`config.mk`:
```
export PLATFORM = sky130hd
export DESIGN_NAME = timetag_top
export DESIGN_NICKNAME = d
export VERILOG_FILES = /design/src/hw/timetag_pkg.sv /design/src/hw/tag_if.sv /design/src/hw/cmd_decoder.sv /design/src/hw/strobe_frontend.sv /design/src/hw/channel_tagger.sv /design/src/hw/record_merger.sv /design/src/hw/timetag_top.sv
export SDC_FILE = /design/constraint.sdc
export NUM_CORES = 1
export LEC_CHECK = 0
export BUFFER_PORTS_ARGS = -buffer_cell sky130_fd_sc_hd__buf_2
export CAP_MARGIN = 20
export CELL_PAD_IN_SITES_DETAIL_PLACEMENT = 1
export CELL_PAD_IN_SITES_GLOBAL_PLACEMENT = 1
export CORE_ASPECT_RATIO = 1.2
export CORE_MARGIN = 2
export CORE_UTILIZATION = 50
export DETAILED_ROUTE_END_ITERATION = 8
export MAX_ROUTING_LAYER = met4
export PLACE_DENSITY_LB_ADDON = 0.1
export SLEW_MARGIN = 0
export SYNTH_ARGS = -nofsm -noshare
export SYNTH_HDL_FRONTEND = slang
export SYNTH_SLANG_ARGS = --single-unit
```
`constraint.sdc`:
```
create_clock -name clk -period 5 [get_ports clk]
set_input_delay 0.75 -clock clk [delete_from_list [all_inputs] [get_ports clk]]
set_output_delay 0.75 -clock clk [all_outputs]
set_load 0.02 [all_outputs]
```
`src/hw/timetag_pkg.sv`:
```
`default_nettype none

package timetag_pkg;

	// Channel and timestamp geometry
	localparam int N_CH = 4;
	localparam int CH_W = 2;
	localparam int TIME_W = 24;

	typedef logic [TIME_W-1:0] time_t;
	typedef logic [7:0] byte_t;
	typedef logic [CH_W-1:0] ch_t;

	// Command framing
	localparam byte_t CMD_SYNC = 8'hAA;
	localparam byte_t OP_READ = 8'h00;
	localparam byte_t OP_WRITE = 8'h01;

	// Register map
	localparam byte_t REG_VERSION = 8'h01;
	localparam byte_t REG_CLOCK = 8'h02;
	localparam byte_t REG_CONTROL = 8'h03;
	localparam byte_t REG_MASK = 8'h04;

	// Read-only register contents
	localparam byte_t VERSION = 8'h01;
	localparam byte_t CLOCK_MHZ = 8'd100;

	// Control register bits
	localparam int CTL_CAPTURE = 0;
	localparam int CTL_COUNT = 1;
	localparam int CTL_CLEAR = 2;

	// Overflow flag in the first record byte
	localparam int LOST_BIT = 7;

	typedef enum logic [1:0] {
		CMD_IDLE,
		CMD_OP,
		CMD_ADDR,
		CMD_VALUE
	} cmd_state_t;

	typedef enum logic [2:0] {
		MRG_SCAN,
		MRG_BYTE0,
		MRG_BYTE1,
		MRG_BYTE2,
		MRG_BYTE3
	} merge_state_t;

endpackage

`default_nettype wire

```
`src/hw/tag_if.sv`:
```
`timescale 1ns/1ps
`default_nettype none

// One channel's pending stamp, offered to the merger
interface tag_if import timetag_pkg::*; ();

	logic hit;
	time_t tag;
	logic lost;
	logic take;

	modport source (
		output hit,
		output tag,
		output lost,
		input take
	);

	modport sink (
		input hit,
		input tag,
		input lost,
		output take
	);

endinterface

`default_nettype wire

```
`src/hw/cmd_decoder.sv`:
```
`timescale 1ns/1ps
`default_nettype none

module cmd_decoder import timetag_pkg::*; (
	input wire logic clk,
	input wire logic rst,
	input wire byte_t cmd_data,
	input wire logic cmd_wr,
	output byte_t reply_data,
	output logic reply_wr,
	output logic capture,
	output logic count_en,
	output logic count_clear,
	output logic [N_CH-1:0] mask
);

	cmd_state_t state;
	byte_t op_q;
	byte_t addr_q;

	logic frame_done;
	logic is_write;
	logic next_capture;
	logic next_count;
	logic next_clear;
	logic [N_CH-1:0] next_mask;
	byte_t reply_next;

	assign frame_done = cmd_wr && (state == CMD_VALUE);
	// Anything other than a write op is handled as a read
	assign is_write = (op_q == OP_WRITE);

	// Register values as they stand after the current frame
	always_comb begin
		next_capture = capture;
		next_count = count_en;
		next_clear = 1'b0;
		next_mask = mask;
		if (is_write && addr_q == REG_CONTROL) begin
			next_capture = cmd_data[CTL_CAPTURE];
			next_count = cmd_data[CTL_COUNT];
			next_clear = cmd_data[CTL_CLEAR];
		end
		if (is_write && addr_q == REG_MASK)
			next_mask = cmd_data[N_CH-1:0];

		reply_next = '0;
		case (addr_q)
			REG_VERSION: reply_next = VERSION;
			REG_CLOCK: reply_next = CLOCK_MHZ;
			REG_CONTROL: begin
				reply_next[CTL_CAPTURE] = next_capture;
				reply_next[CTL_COUNT] = next_count;
			end
			REG_MASK: reply_next = byte_t'(next_mask);
			default: reply_next = '0;
		endcase
	end

	always_ff @(posedge clk) begin
		if (rst) begin
			state <= CMD_IDLE;
			capture <= 1'b0;
			count_en <= 1'b0;
			count_clear <= 1'b0;
			mask <= '0;
			reply_wr <= 1'b0;
		end else begin
			reply_wr <= 1'b0;
			count_clear <= 1'b0;
			if (cmd_wr) begin
				case (state)
					// Wait here until a sync byte shows up
					CMD_IDLE: if (cmd_data == CMD_SYNC) state <= CMD_OP;
					CMD_OP: state <= CMD_ADDR;
					CMD_ADDR: state <= CMD_VALUE;
					CMD_VALUE: begin
						capture <= next_capture;
						count_en <= next_count;
						count_clear <= next_clear;
						mask <= next_mask;
						reply_wr <= 1'b1;
						state <= CMD_IDLE;
					end
					default: state <= CMD_IDLE;
				endcase
			end
		end
	end

	// Frame fields and reply byte
	always_ff @(posedge clk) begin
		if (cmd_wr && state == CMD_OP)
			op_q <= cmd_data;
		if (cmd_wr && state == CMD_ADDR)
			addr_q <= cmd_data;
		if (frame_done)
			reply_data <= reply_next;
	end

endmodule

`default_nettype wire

```
`src/hw/strobe_frontend.sv`:
```
`timescale 1ns/1ps
`default_nettype none

module strobe_frontend import timetag_pkg::*; (
	input wire logic clk,
	input wire logic rst,
	input wire logic [N_CH-1:0] strobe_in,
	input wire logic capture,
	input wire logic count_en,
	input wire logic count_clear,
	input wire logic [N_CH-1:0] mask,
	output logic [N_CH-1:0] edges,
	output time_t now
);

	logic [N_CH-1:0] sync_a;
	logic [N_CH-1:0] sync_b;
	logic [N_CH-1:0] sync_prev;
	time_t count_q;

	// Two-stage synchronizer plus one delayed copy for edge detection
	always_ff @(posedge clk) begin
		if (rst) begin
			sync_a <= '0;
			sync_b <= '0;
			sync_prev <= '0;
		end else begin
			sync_a <= strobe_in;
			sync_b <= sync_a;
			sync_prev <= sync_b;
		end
	end

	// Rising edges, only on enabled channels while capturing
	assign edges = sync_b & ~sync_prev & mask & {N_CH{capture}};

	// Free-running timestamp counter
	always_ff @(posedge clk) begin
		if (rst)
			count_q <= '0;
		else if (count_clear)
			count_q <= '0;
		else if (count_en)
			count_q <= count_q + 1'b1;
	end

	// Stamp seen by the taggers in the same cycle as the edge
	assign now = count_q;

endmodule

`default_nettype wire

```
`src/hw/channel_tagger.sv`:
```
`timescale 1ns/1ps
`default_nettype none

module channel_tagger import timetag_pkg::*; (
	input wire logic clk,
	input wire logic rst,
	input wire logic edge_seen,
	input wire time_t now,
	tag_if.source tag_out
);

	logic hit_q;
	logic lost_q;
	time_t tag_q;
	logic accept;

	// Hold is free, or is being emptied in this very cycle
	assign accept = edge_seen && (!hit_q || tag_out.take);

	always_ff @(posedge clk) begin
		if (rst) begin
			hit_q <= 1'b0;
			lost_q <= 1'b0;
		end else if (tag_out.take) begin
			hit_q <= edge_seen;
			lost_q <= 1'b0;
		end else if (edge_seen) begin
			// Full hold drops the new edge and remembers it
			if (hit_q)
				lost_q <= 1'b1;
			else
				hit_q <= 1'b1;
		end
	end

	always_ff @(posedge clk) begin
		if (accept)
			tag_q <= now;
	end

	assign tag_out.hit = hit_q;
	assign tag_out.lost = lost_q;
	assign tag_out.tag = tag_q;

endmodule

`default_nettype wire

```
`src/hw/record_merger.sv`:
```
`timescale 1ns/1ps
`default_nettype none

module record_merger import timetag_pkg::*; (
	input wire logic clk,
	input wire logic rst,
	tag_if.sink tags [N_CH],
	output byte_t ev_data,
	output logic ev_wr,
	input wire logic ev_full
);

	logic [N_CH-1:0] hit_vec;
	logic [N_CH-1:0] lost_vec;
	logic [N_CH-1:0] take_vec;
	time_t tag_vec [N_CH];

	merge_state_t state;
	ch_t last_ch;
	ch_t pick;
	logic found;
	logic grab;

	ch_t rec_ch;
	logic rec_lost;
	time_t rec_tag;

	// Flatten the interface array so channels can be indexed at run time
	for (genvar i = 0; i < N_CH; i++) begin : g_flat
		assign hit_vec[i] = tags[i].hit;
		assign lost_vec[i] = tags[i].lost;
		assign tag_vec[i] = tags[i].tag;
		assign tags[i].take = take_vec[i];
	end

	// Round-robin search, starting one past the channel served last
	always_comb begin : rr_pick
		ch_t idx;
		found = 1'b0;
		pick = last_ch;
		for (int k = 1; k <= N_CH; k++) begin
			idx = last_ch + ch_t'(k);
			if (!found && hit_vec[idx]) begin
				found = 1'b1;
				pick = idx;
			end
		end
	end

	// A pending stamp stays in its tagger while the output is full
	assign grab = (state == MRG_SCAN) && found && !ev_full;

	// Take goes out in the cycle the record is latched
	always_comb begin
		take_vec = '0;
		if (grab)
			take_vec[pick] = 1'b1;
	end

	always_ff @(posedge clk) begin
		if (rst) begin
			state <= MRG_SCAN;
			last_ch <= ch_t'(N_CH - 1);
		end else begin
			case (state)
				MRG_SCAN: begin
					if (grab) begin
						state <= MRG_BYTE0;
						last_ch <= pick;
					end
				end
				// Each byte waits for room in the output FIFO
				MRG_BYTE0: if (!ev_full) state <= MRG_BYTE1;
				MRG_BYTE1: if (!ev_full) state <= MRG_BYTE2;
				MRG_BYTE2: if (!ev_full) state <= MRG_BYTE3;
				MRG_BYTE3: if (!ev_full) state <= MRG_SCAN;
				default: state <= MRG_SCAN;
			endcase
		end
	end

	// Record being serialized
	always_ff @(posedge clk) begin
		if (grab) begin
			rec_ch <= pick;
			rec_lost <= lost_vec[pick];
			rec_tag <= tag_vec[pick];
		end
	end

	always_comb begin
		ev_data = '0;
		case (state)
			MRG_BYTE0: begin
				ev_data[CH_W-1:0] = rec_ch;
				ev_data[LOST_BIT] = rec_lost;
			end
			// Stamp goes most significant byte first
			MRG_BYTE1: ev_data = rec_tag[TIME_W-1 -: 8];
			MRG_BYTE2: ev_data = rec_tag[TIME_W-9 -: 8];
			MRG_BYTE3: ev_data = rec_tag[7:0];
			default: ev_data = '0;
		endcase
	end

	assign ev_wr = (state != MRG_SCAN) && !ev_full;

endmodule

`default_nettype wire

```
`src/hw/timetag_top.sv`:
```
`timescale 1ns/1ps
`default_nettype none

module timetag_top import timetag_pkg::*; (
	input wire logic clk,
	input wire logic rst,
	input wire logic [N_CH-1:0] strobe_in,
	input wire byte_t cmd_data,
	input wire logic cmd_wr,
	output byte_t reply_data,
	output logic reply_wr,
	output byte_t ev_data,
	output logic ev_wr,
	input wire logic ev_full
);

	logic capture;
	logic count_en;
	logic count_clear;
	logic [N_CH-1:0] mask;
	logic [N_CH-1:0] edges;
	time_t now;

	tag_if tag_bus [N_CH] ();

	cmd_decoder cmd_decoder_inst (
		.clk(clk),
		.rst(rst),
		.cmd_data(cmd_data),
		.cmd_wr(cmd_wr),
		.reply_data(reply_data),
		.reply_wr(reply_wr),
		.capture(capture),
		.count_en(count_en),
		.count_clear(count_clear),
		.mask(mask)
	);

	strobe_frontend strobe_frontend_inst (
		.clk(clk),
		.rst(rst),
		.strobe_in(strobe_in),
		.capture(capture),
		.count_en(count_en),
		.count_clear(count_clear),
		.mask(mask),
		.edges(edges),
		.now(now)
	);

	// One single-entry tagger per detector channel
	for (genvar i = 0; i < N_CH; i++) begin : g_tagger
		channel_tagger channel_tagger_inst (
			.clk(clk),
			.rst(rst),
			.edge_seen(edges[i]),
			.now(now),
			.tag_out(tag_bus[i])
		);
	end

	record_merger record_merger_inst (
		.clk(clk),
		.rst(rst),
		.tags(tag_bus),
		.ev_data(ev_data),
		.ev_wr(ev_wr),
		.ev_full(ev_full)
	);

endmodule

`default_nettype wire

```
==> impl_summary.md, run 1 <==
Outcome
The run finished with clean final reports.

Power
The design draws 3.27 mW. The leakage power summed over all cells is 3.64 nW. VDD sags by at most 0.247 mV. The power per cell area is 362 mW/mm².

Yosys
Counting instances in the post-synthesis netlist gives the leading cell types as 144 x edfxtp_1, 89 x mux2i_1, 59 x dfxtp_1. By area the synthesized netlist is led by edfxtp_1 54%, dfxtp_1 15%, mux2i_1 11%. The per-instance average area after synthesis is 14.2 µm². The number of synthesis warnings is 0. The most common cell in the synthesized netlist is edfxtp_1.

The share of the synthesized area in the top cell type is 53.8%. Synthesis handed over a netlist of 566 instances. Counting flops and latches in the post-synthesis netlist gives 203. In this run, synthesis inferred 144 flip-flops with an integrated enable. In the synthesized netlist the dominant register cell turns out to be edfxtp_1. edfxtp_1 takes more of the synthesized area than any other cell. The proportion of synthesized flip-flops having asynchronous set or reset is 0%. Summing the sequential cell areas from Yosys gives 68.5% of the chip area. The netlist area before placement is 0.00804 mm². The number of distinct library cell variants in the gate-level netlist after synthesis is 53.

Drt
The number of design-rule violations left by the first detailed-router iteration is 319. Detailed routing placed a total of 493 µm of wire on met3. The met1 routed wirelength after detailed routing is 7020 µm. The detailed-routing iteration count for the pre-antenna-repair pass is 4. The total wire length after detailed routing is 16600 µm.

The number of vias per cell after detailed routing is 5.54. In this run the remaining antenna-violating nets after routing total 0. The uppermost signal routing layer after detailed routing is met4. The wire length per cell after detailed routing is 20.1 µm. After detailed routing, the number of remaining DRC violations is 0.

Detailed routing inserted a total of 4575 vias. In the detailed route, the total length drawn on met2 is 8660 µm.

Floorplanning
Row generation in the floorplan step produced 50 rows. From bottom edge to top edge, the die measures 143 µm. The starting density of the core is 51.4%. The count of pins on the block boundary is 34.

The horizontal die dimension is 120 µm. The area of the die is 0.0171 mm². The placeable core area is 0.0156 mm².

Worst setup path
Data on the critical path is required at its endpoint by 4.25 ns. The sort of element at the end of the critical path is a primary output. The largest single stage delay on the critical path is 0.51 ns. The critical-path cell with the highest stage delay is dfxtp_1. The cell family contributing the most delay on the critical path is simple AND/OR/NAND/NOR gates. Walking the worst path, the cells encountered are inv_1 > nor2_1 > and2_0 > nand2_1 > o21ai_0 > buf_2. The worst path arrival time is 2.56 ns. The worst setup path category is reg -> out. The number of buffer and inverter instances along the worst setup path is 2. The maximum net fanout on the critical path is 9. The startpoint kind of the worst setup timing path is a register.

Finish
Relative to the synthesized area, the layout overhead comes to 12.5%. At the end of the flow the core is filled with cells to 57.8%. The diode insertion count for antenna repair is 0. The number of fillers in the final layout is 1522.

Leaving out filler cells and counting taps, the final layout contains 826. The post-layout net count is 624. The finished cells cover 0.00904 mm².

Cells with a size suffix above 1 make up 13.1% of the layout.

Global routing
The number of antenna violations at the first check in global routing came to 0. The combined global-route utilization of all metal layers is 20.7%. After global routing the overflow that remains totals 0. The global-route wire length before repair is 26400 µm. The pin count of the biggest net entering global routing is 39.

The number of global-route vias before repair is 4860.

Clocking
The number of instances resized during post-cts repair is 0. The tree built by TritonCTS fans out to 203 sinks. TritonCTS created 21 clock buffers. The maximum clock insertion buffer count is 3. The cell sitting at the root of the clock tree is a clkbuf_16. For this design, the CTS-stage hold fixing added 0 buffers. At the later pin of the worst-skew pair, clock insertion delay measures 0.49 ns. TritonCTS built the clock tree. Clock-pin slew was measured on the worst setup and hold paths at 0.06 ns. After clock tree synthesis, the setup repair step added 0 buffers.

CTS built an H-tree with a depth of 1.

STA
Setup repair after global routing left no endpoint under its margin. After layout, the worst path uses 66.3% of the clock period. The final count of pins violating max slew is 0.

After layout, the worst setup slack is 1.69 ns. After routing, the total negative slack on setup checks comes to 0 ns. Between clock sinks in the finished design, the worst skew comes to 0.00947 ns. The relative slew slack is 30.1%. The final hold violation count is 0. The routed design could run at a clock period as short as 3.31 ns. Based on the critical path, the design can be clocked at up to 302 MHz.

The worst hold margin is 0.453 ns. The final-report setup violation count is 0. For the pin with the worst max-slew slack, the measured transition is 1.05 ns.

Placement
The detailed placement HPWL is 11200 µm. The post-place setup slack is 1.96 ns. Including well taps, the total number of placed cells is 788. Routability-driven placement finished with a final weighted congestion of 0.782.

In this run the cell area measured after placement is 0.00839 mm². The count of buffers from port buffering is 31.

Min path
The min-delay analysis places its worst path in the category reg -> reg.

Run
The tool flagged a number of max-cap violations equal to 0.
[where the power goes]
group | internal [mW] | switching [mW]
registers | 1.78 | 0.00134
clock network | 0.849 | 0.611
logic | 0.00828 | 0.0176
total | 2.64 | 0.630
[cell type report]
| class | instances | area [µm²] | share of cell area [%] |
|---|---|---|---|
| Tap cell | 208 | 260 | 2.88 |
| Clock inverter | 7 | 36.3 | 0.401 |
| Inverter | 13 | 48.8 | 0.540 |
| Sequential cell | 203 | 5510 | 60.9 |
| Clock buffer | 31 | 613 | 6.78 |
| Timing Repair Buffer | 39 | 215 | 2.38 |
| Multi-Input combinational cell | 325 | 2360 | 26.1 |
[final timing paths]
check	startpoint	end	slack [ns]	cells after the start
worst max-delay path	record_merger_inst.state[1]	ev_data[3]	1.69	6
worst min-delay path	strobe_frontend_inst.sync_a[1]	strobe_frontend_inst.sync_b[1]	0.45	1
worst max register to register	record_merger_inst.last_ch[1]	g_tagger[0].channel_tagger_inst.tag_out.tag[18]	1.97	6
worst min register to register	strobe_frontend_inst.sync_a[1]	strobe_frontend_inst.sync_b[1]	0.45	1
[sequential cells by signal (all words and copies together) (netlist names), 3 cells and up]
register,count
g_tagger.channel_tagger_inst.tag_out.lost,4
cmd_decoder_inst.mask,4
strobe_frontend_inst.sync_a,4
cmd_decoder_inst.reply_data,5
cmd_decoder_inst.op_q,8
record_merger_inst.rec_tag,24
record_merger_inst.state,3
g_tagger.channel_tagger_inst.tag_out.tag,96
strobe_frontend_inst.sync_prev,4
g_tagger.channel_tagger_inst.tag_out.hit,4
cmd_decoder_inst.addr_q,8
strobe_frontend_inst.sync_b,4
strobe_frontend_inst.now,24
[cells in the final DEF, fill, tap and decap left out, types with 11 or more instances in the layout]
cell / synthesis / final
nor2b_1: 17 / 17
edfxtp_1: 144 / 144
nor2_1: 46 / 46
xor2_1: 17 / 17
nand2_1: 19 / 19
dfxtp_1: 59 / 59
a21oi_1: 14 / 11
inv_1: 13 / 13
nand3_1: 15 / 15
clkbuf_16: 0 / 21
mux2i_1: 89 / 89
buf_2: 8 / 31
[worst reg2reg max path, cell delays in order, from the launching register on]
cell and delay, ns:
dfxtp_1 0.48, mux2i_1 0.13, a22oi_1 0.24, nand2_1 0.65
or3_1 0.63, a21oi_2 0.16, buf_4 0.39
[cells by family (layout without fill, tap and decap cells)]
group	Yosys count	count (layout)	share of synthesized area [%]
AND/OR/NAND/NOR	155	155	10.5
AO/OA/AOI/OAI	50	50	4.11
flip-flops	203	203	68.5
buffers and inverters	39	90	2.41
adder cells (fa/ha/maj)	5	5	0.778
other	1	2	0.0467
XOR/XNOR	24	24	2.62
multiplexers	89	89	11.1
[per-layer routing]
metal	GRT usage, %	vias to the layer above
met5	-	-
met4	6.93	0
met3	2.48	34
met1	24.8	2302
li1	-	2163
met2	36.6	76
Note: power is estimated with default switching activity, not from simulation.
==> inputs of run 2 (changes only) <==
- clock period: 5 -> 3.1 ns (I/O delays scaled with it)
==> impl_summary.md, run 2 (synthesis results as in run 1) <==
Worst setup path
The worst setup path is of the reg -> out kind. Along the worst path, the maximum fanout reaches 9. The required arrival time at the worst endpoint is 2.63 ns. The sort of element at the end of the critical path is a primary output. The cell depth of the worst flop-to-flop path is 6. At the worst endpoint, the arrival time is 2.42 ns. The startpoint kind of the worst setup timing path is a register.

Finish
The diode insertion count for antenna repair is 0. Of the cells placed in the final design, the portion with a size suffix greater than 1 is 13.1%. Leaving out fill and tap cells, the most frequent cell in the layout is edfxtp_1. The top cell types in the final layout, fill and taps aside, are 144 x edfxtp_1, 89 x mux2i_1, 59 x dfxtp_1. The number of flip-flops under the largest register name is 96. The post-layout net count is 628. The area overhead of the layout relative to synthesis is 13.0%.

Once layout is complete, the utilization of the core stands at 58.1%.

Min path
The class of the worst hold path is in -> reg. Along the worst hold path, the cell count comes to 1.

STA
The maximum clock frequency is 347 MHz. Setup repair after global routing left no endpoint under its margin. The final-report setup violation count is 0. After layout, the worst setup slack is 0.214 ns.

The final count of pins violating max slew was 0. Measured against its own limit, the worst slew margin works out to 50.8%. At the pin with the least slew margin, the transition time is 0.738 ns.

The worst path needs 2.89 ns of the cycle, external delays included. For the final database, setup skew stands at 0.0193 ns. The final hold violation count is 0. The final sum of negative setup slack is 0 ns. In the finished design, the share of the clock period the worst path needs comes to 93.1%.

Placement
The placer congestion estimate is 0.761. Detailed placement ended at an HPWL of 10800 µm. The post-place setup slack is 0.615 ns. In this run the tool buffered the top-level ports with 31 buffer cells.

Clocking
The tree is rooted in a clkbuf_16. At the later pin of the worst-skew pair, clock insertion delay measures 0.49 ns. The post-CTS setup repair buffer count is 0. The number of instances resized during post-cts repair is 0. The clock buffer count from CTS is 21. The quantity of hold-fixing buffers added after cts is 0.

CTS built an H-tree with a depth of 1. The number of sinks handled by clock tree synthesis is 203. The clock passes through at most 3 buffers.

The TritonCTS clock tree is yes. The register clock-pin slew on the reported worst setup and hold paths is 0.06 ns.

Floorplanning
The region available for standard cell placement spans 0.0156 mm². The horizontal die dimension is 120 µm. The count of pins on the block boundary is 34. The starting density of the core is 51.4%. The floorplan row count is 50. The die height is 143 µm. The floorplan step defined a die boundary enclosing 0.0171 mm².

Drt
Dividing the detail-routed via count by the number of cells gives 5.55. Signal routing reaches up to met4. The wire length on met2 is 8870 µm. The met3 wire length is 647 µm.

The number of vias after detailed routing is 4599. The total wire length after detailed routing is 16600 µm. In this run, the number of DRC markers left after iteration 0 of detailed routing was 283. The number of remaining DRC errors is 0. The detailed-routing iteration count for the pre-antenna-repair pass is 4. The detail route stage leaves a number of antenna-violating nets equal to 0.

The wire length per cell after detailed routing is 20.1 µm. The met1 routed wirelength after detailed routing is 6910 µm.

Global routing
The global-route wire length before repair is 26500 µm. In the global route stage, overall resource usage came out at 20.8%. The pin count of the biggest net entering global routing is 46. The sum of overflow across all layers after global routing is 0. The number of global-route vias before repair is 4881. The number of antenna violations at the first check in global routing is 0.

Power
The leakage power summed over all cells is 3.66 nW. The maximum vdd drop is 0.363 mV. Power spread over the standard cell area amounts to 585 mW/mm².

Run
Max-cap violations in this run came to 0.

Outcome
The run finished with clean final reports.
run 2: cell count changes in the layout (fill, tap and decap cells not counted):
| cell | previous run | this run |
|---|---|---|
| buf_4 | 8 | 12 |
| clkbuf_8 | 5 | 1 |
| a21oi_2 | 4 | 2 |
| a21oi_4 | 0 | 2 |
| bufinv_16 | 0 | 2 |
| clkinv_1 | 2 | 4 |
| clkinv_2 | 4 | 2 |
| clkinvlp_2 | 0 | 1 |
| inv_6 | 1 | 0 |
run 2: power breakdown:
group	internal [mW]	leakage [nW]	switching (mW)	total, mW
clock	1.43	0.314	0.963	2.39
sequential	2.88	1.80	0.00199	2.88
combinational	0.0142	1.54	0.0288	0.0430
run 2: cell type report:
cell class	instances	area [µm²]
clock inverter	9	90.1
tap	208	260
fill	1510	6560
clock buffer	27	558
sequential	203	5510
timing repair buffer	43	245
inverter	13	48.8
multi-input combinational	325	2380
run 2: worst max-delay path, cell delays in order (launching register included):
cell and delay (ns):
dfxtp_1 0.52, inv_1 0.10, nor2_1 0.11, buf_4 0.20, and2_0 0.47, nand2_1 0.13, o21ai_0 0.18, buf_2 0.24
run 2: final timing paths:
| check | from | to | slack, ns |
|---|---|---|---|
| setup / recovery | record_merger_inst.state[1] | ev_data[2] | 0.21 |
| hold / removal | cmd_data[6] | cmd_decoder_inst.op_q[6] | 0.18 |
| setup reg to reg | g_tagger[1].channel_tagger_inst.tag_out.hit | record_merger_inst.rec_tag[2] | 0.60 |
| hold reg to reg | strobe_frontend_inst.sync_a[3] | strobe_frontend_inst.sync_b[3] | 0.45 |
run 2: through the flow:
stage | instances | cell area (µm²) | power [mW] | hold WS [ns]
CTS | 828 | 9080 | 5.35 | 0.162
global placement | 792 | 8440 | 2.98 | 0.431
detailed placement | 792 | 8440 | 2.98 | 0.434
floorplan | 567 | 8060 | 2.96 | 0.414
finish | 828 | 9080 | 5.31 | 0.184
global route | 828 | 9080 | 5.47 | 0.167
run 2: routing by layer:
| metal | global-route usage [%] | vias up |
|---|---|---|
| li1 | - | 2164 |
| met1 | 24.8 | 2332 |
| met2 | 37.4 | 83 |
| met3 | 2.88 | 20 |
| met4 | 4.77 | 0 |
| met5 | - | - |
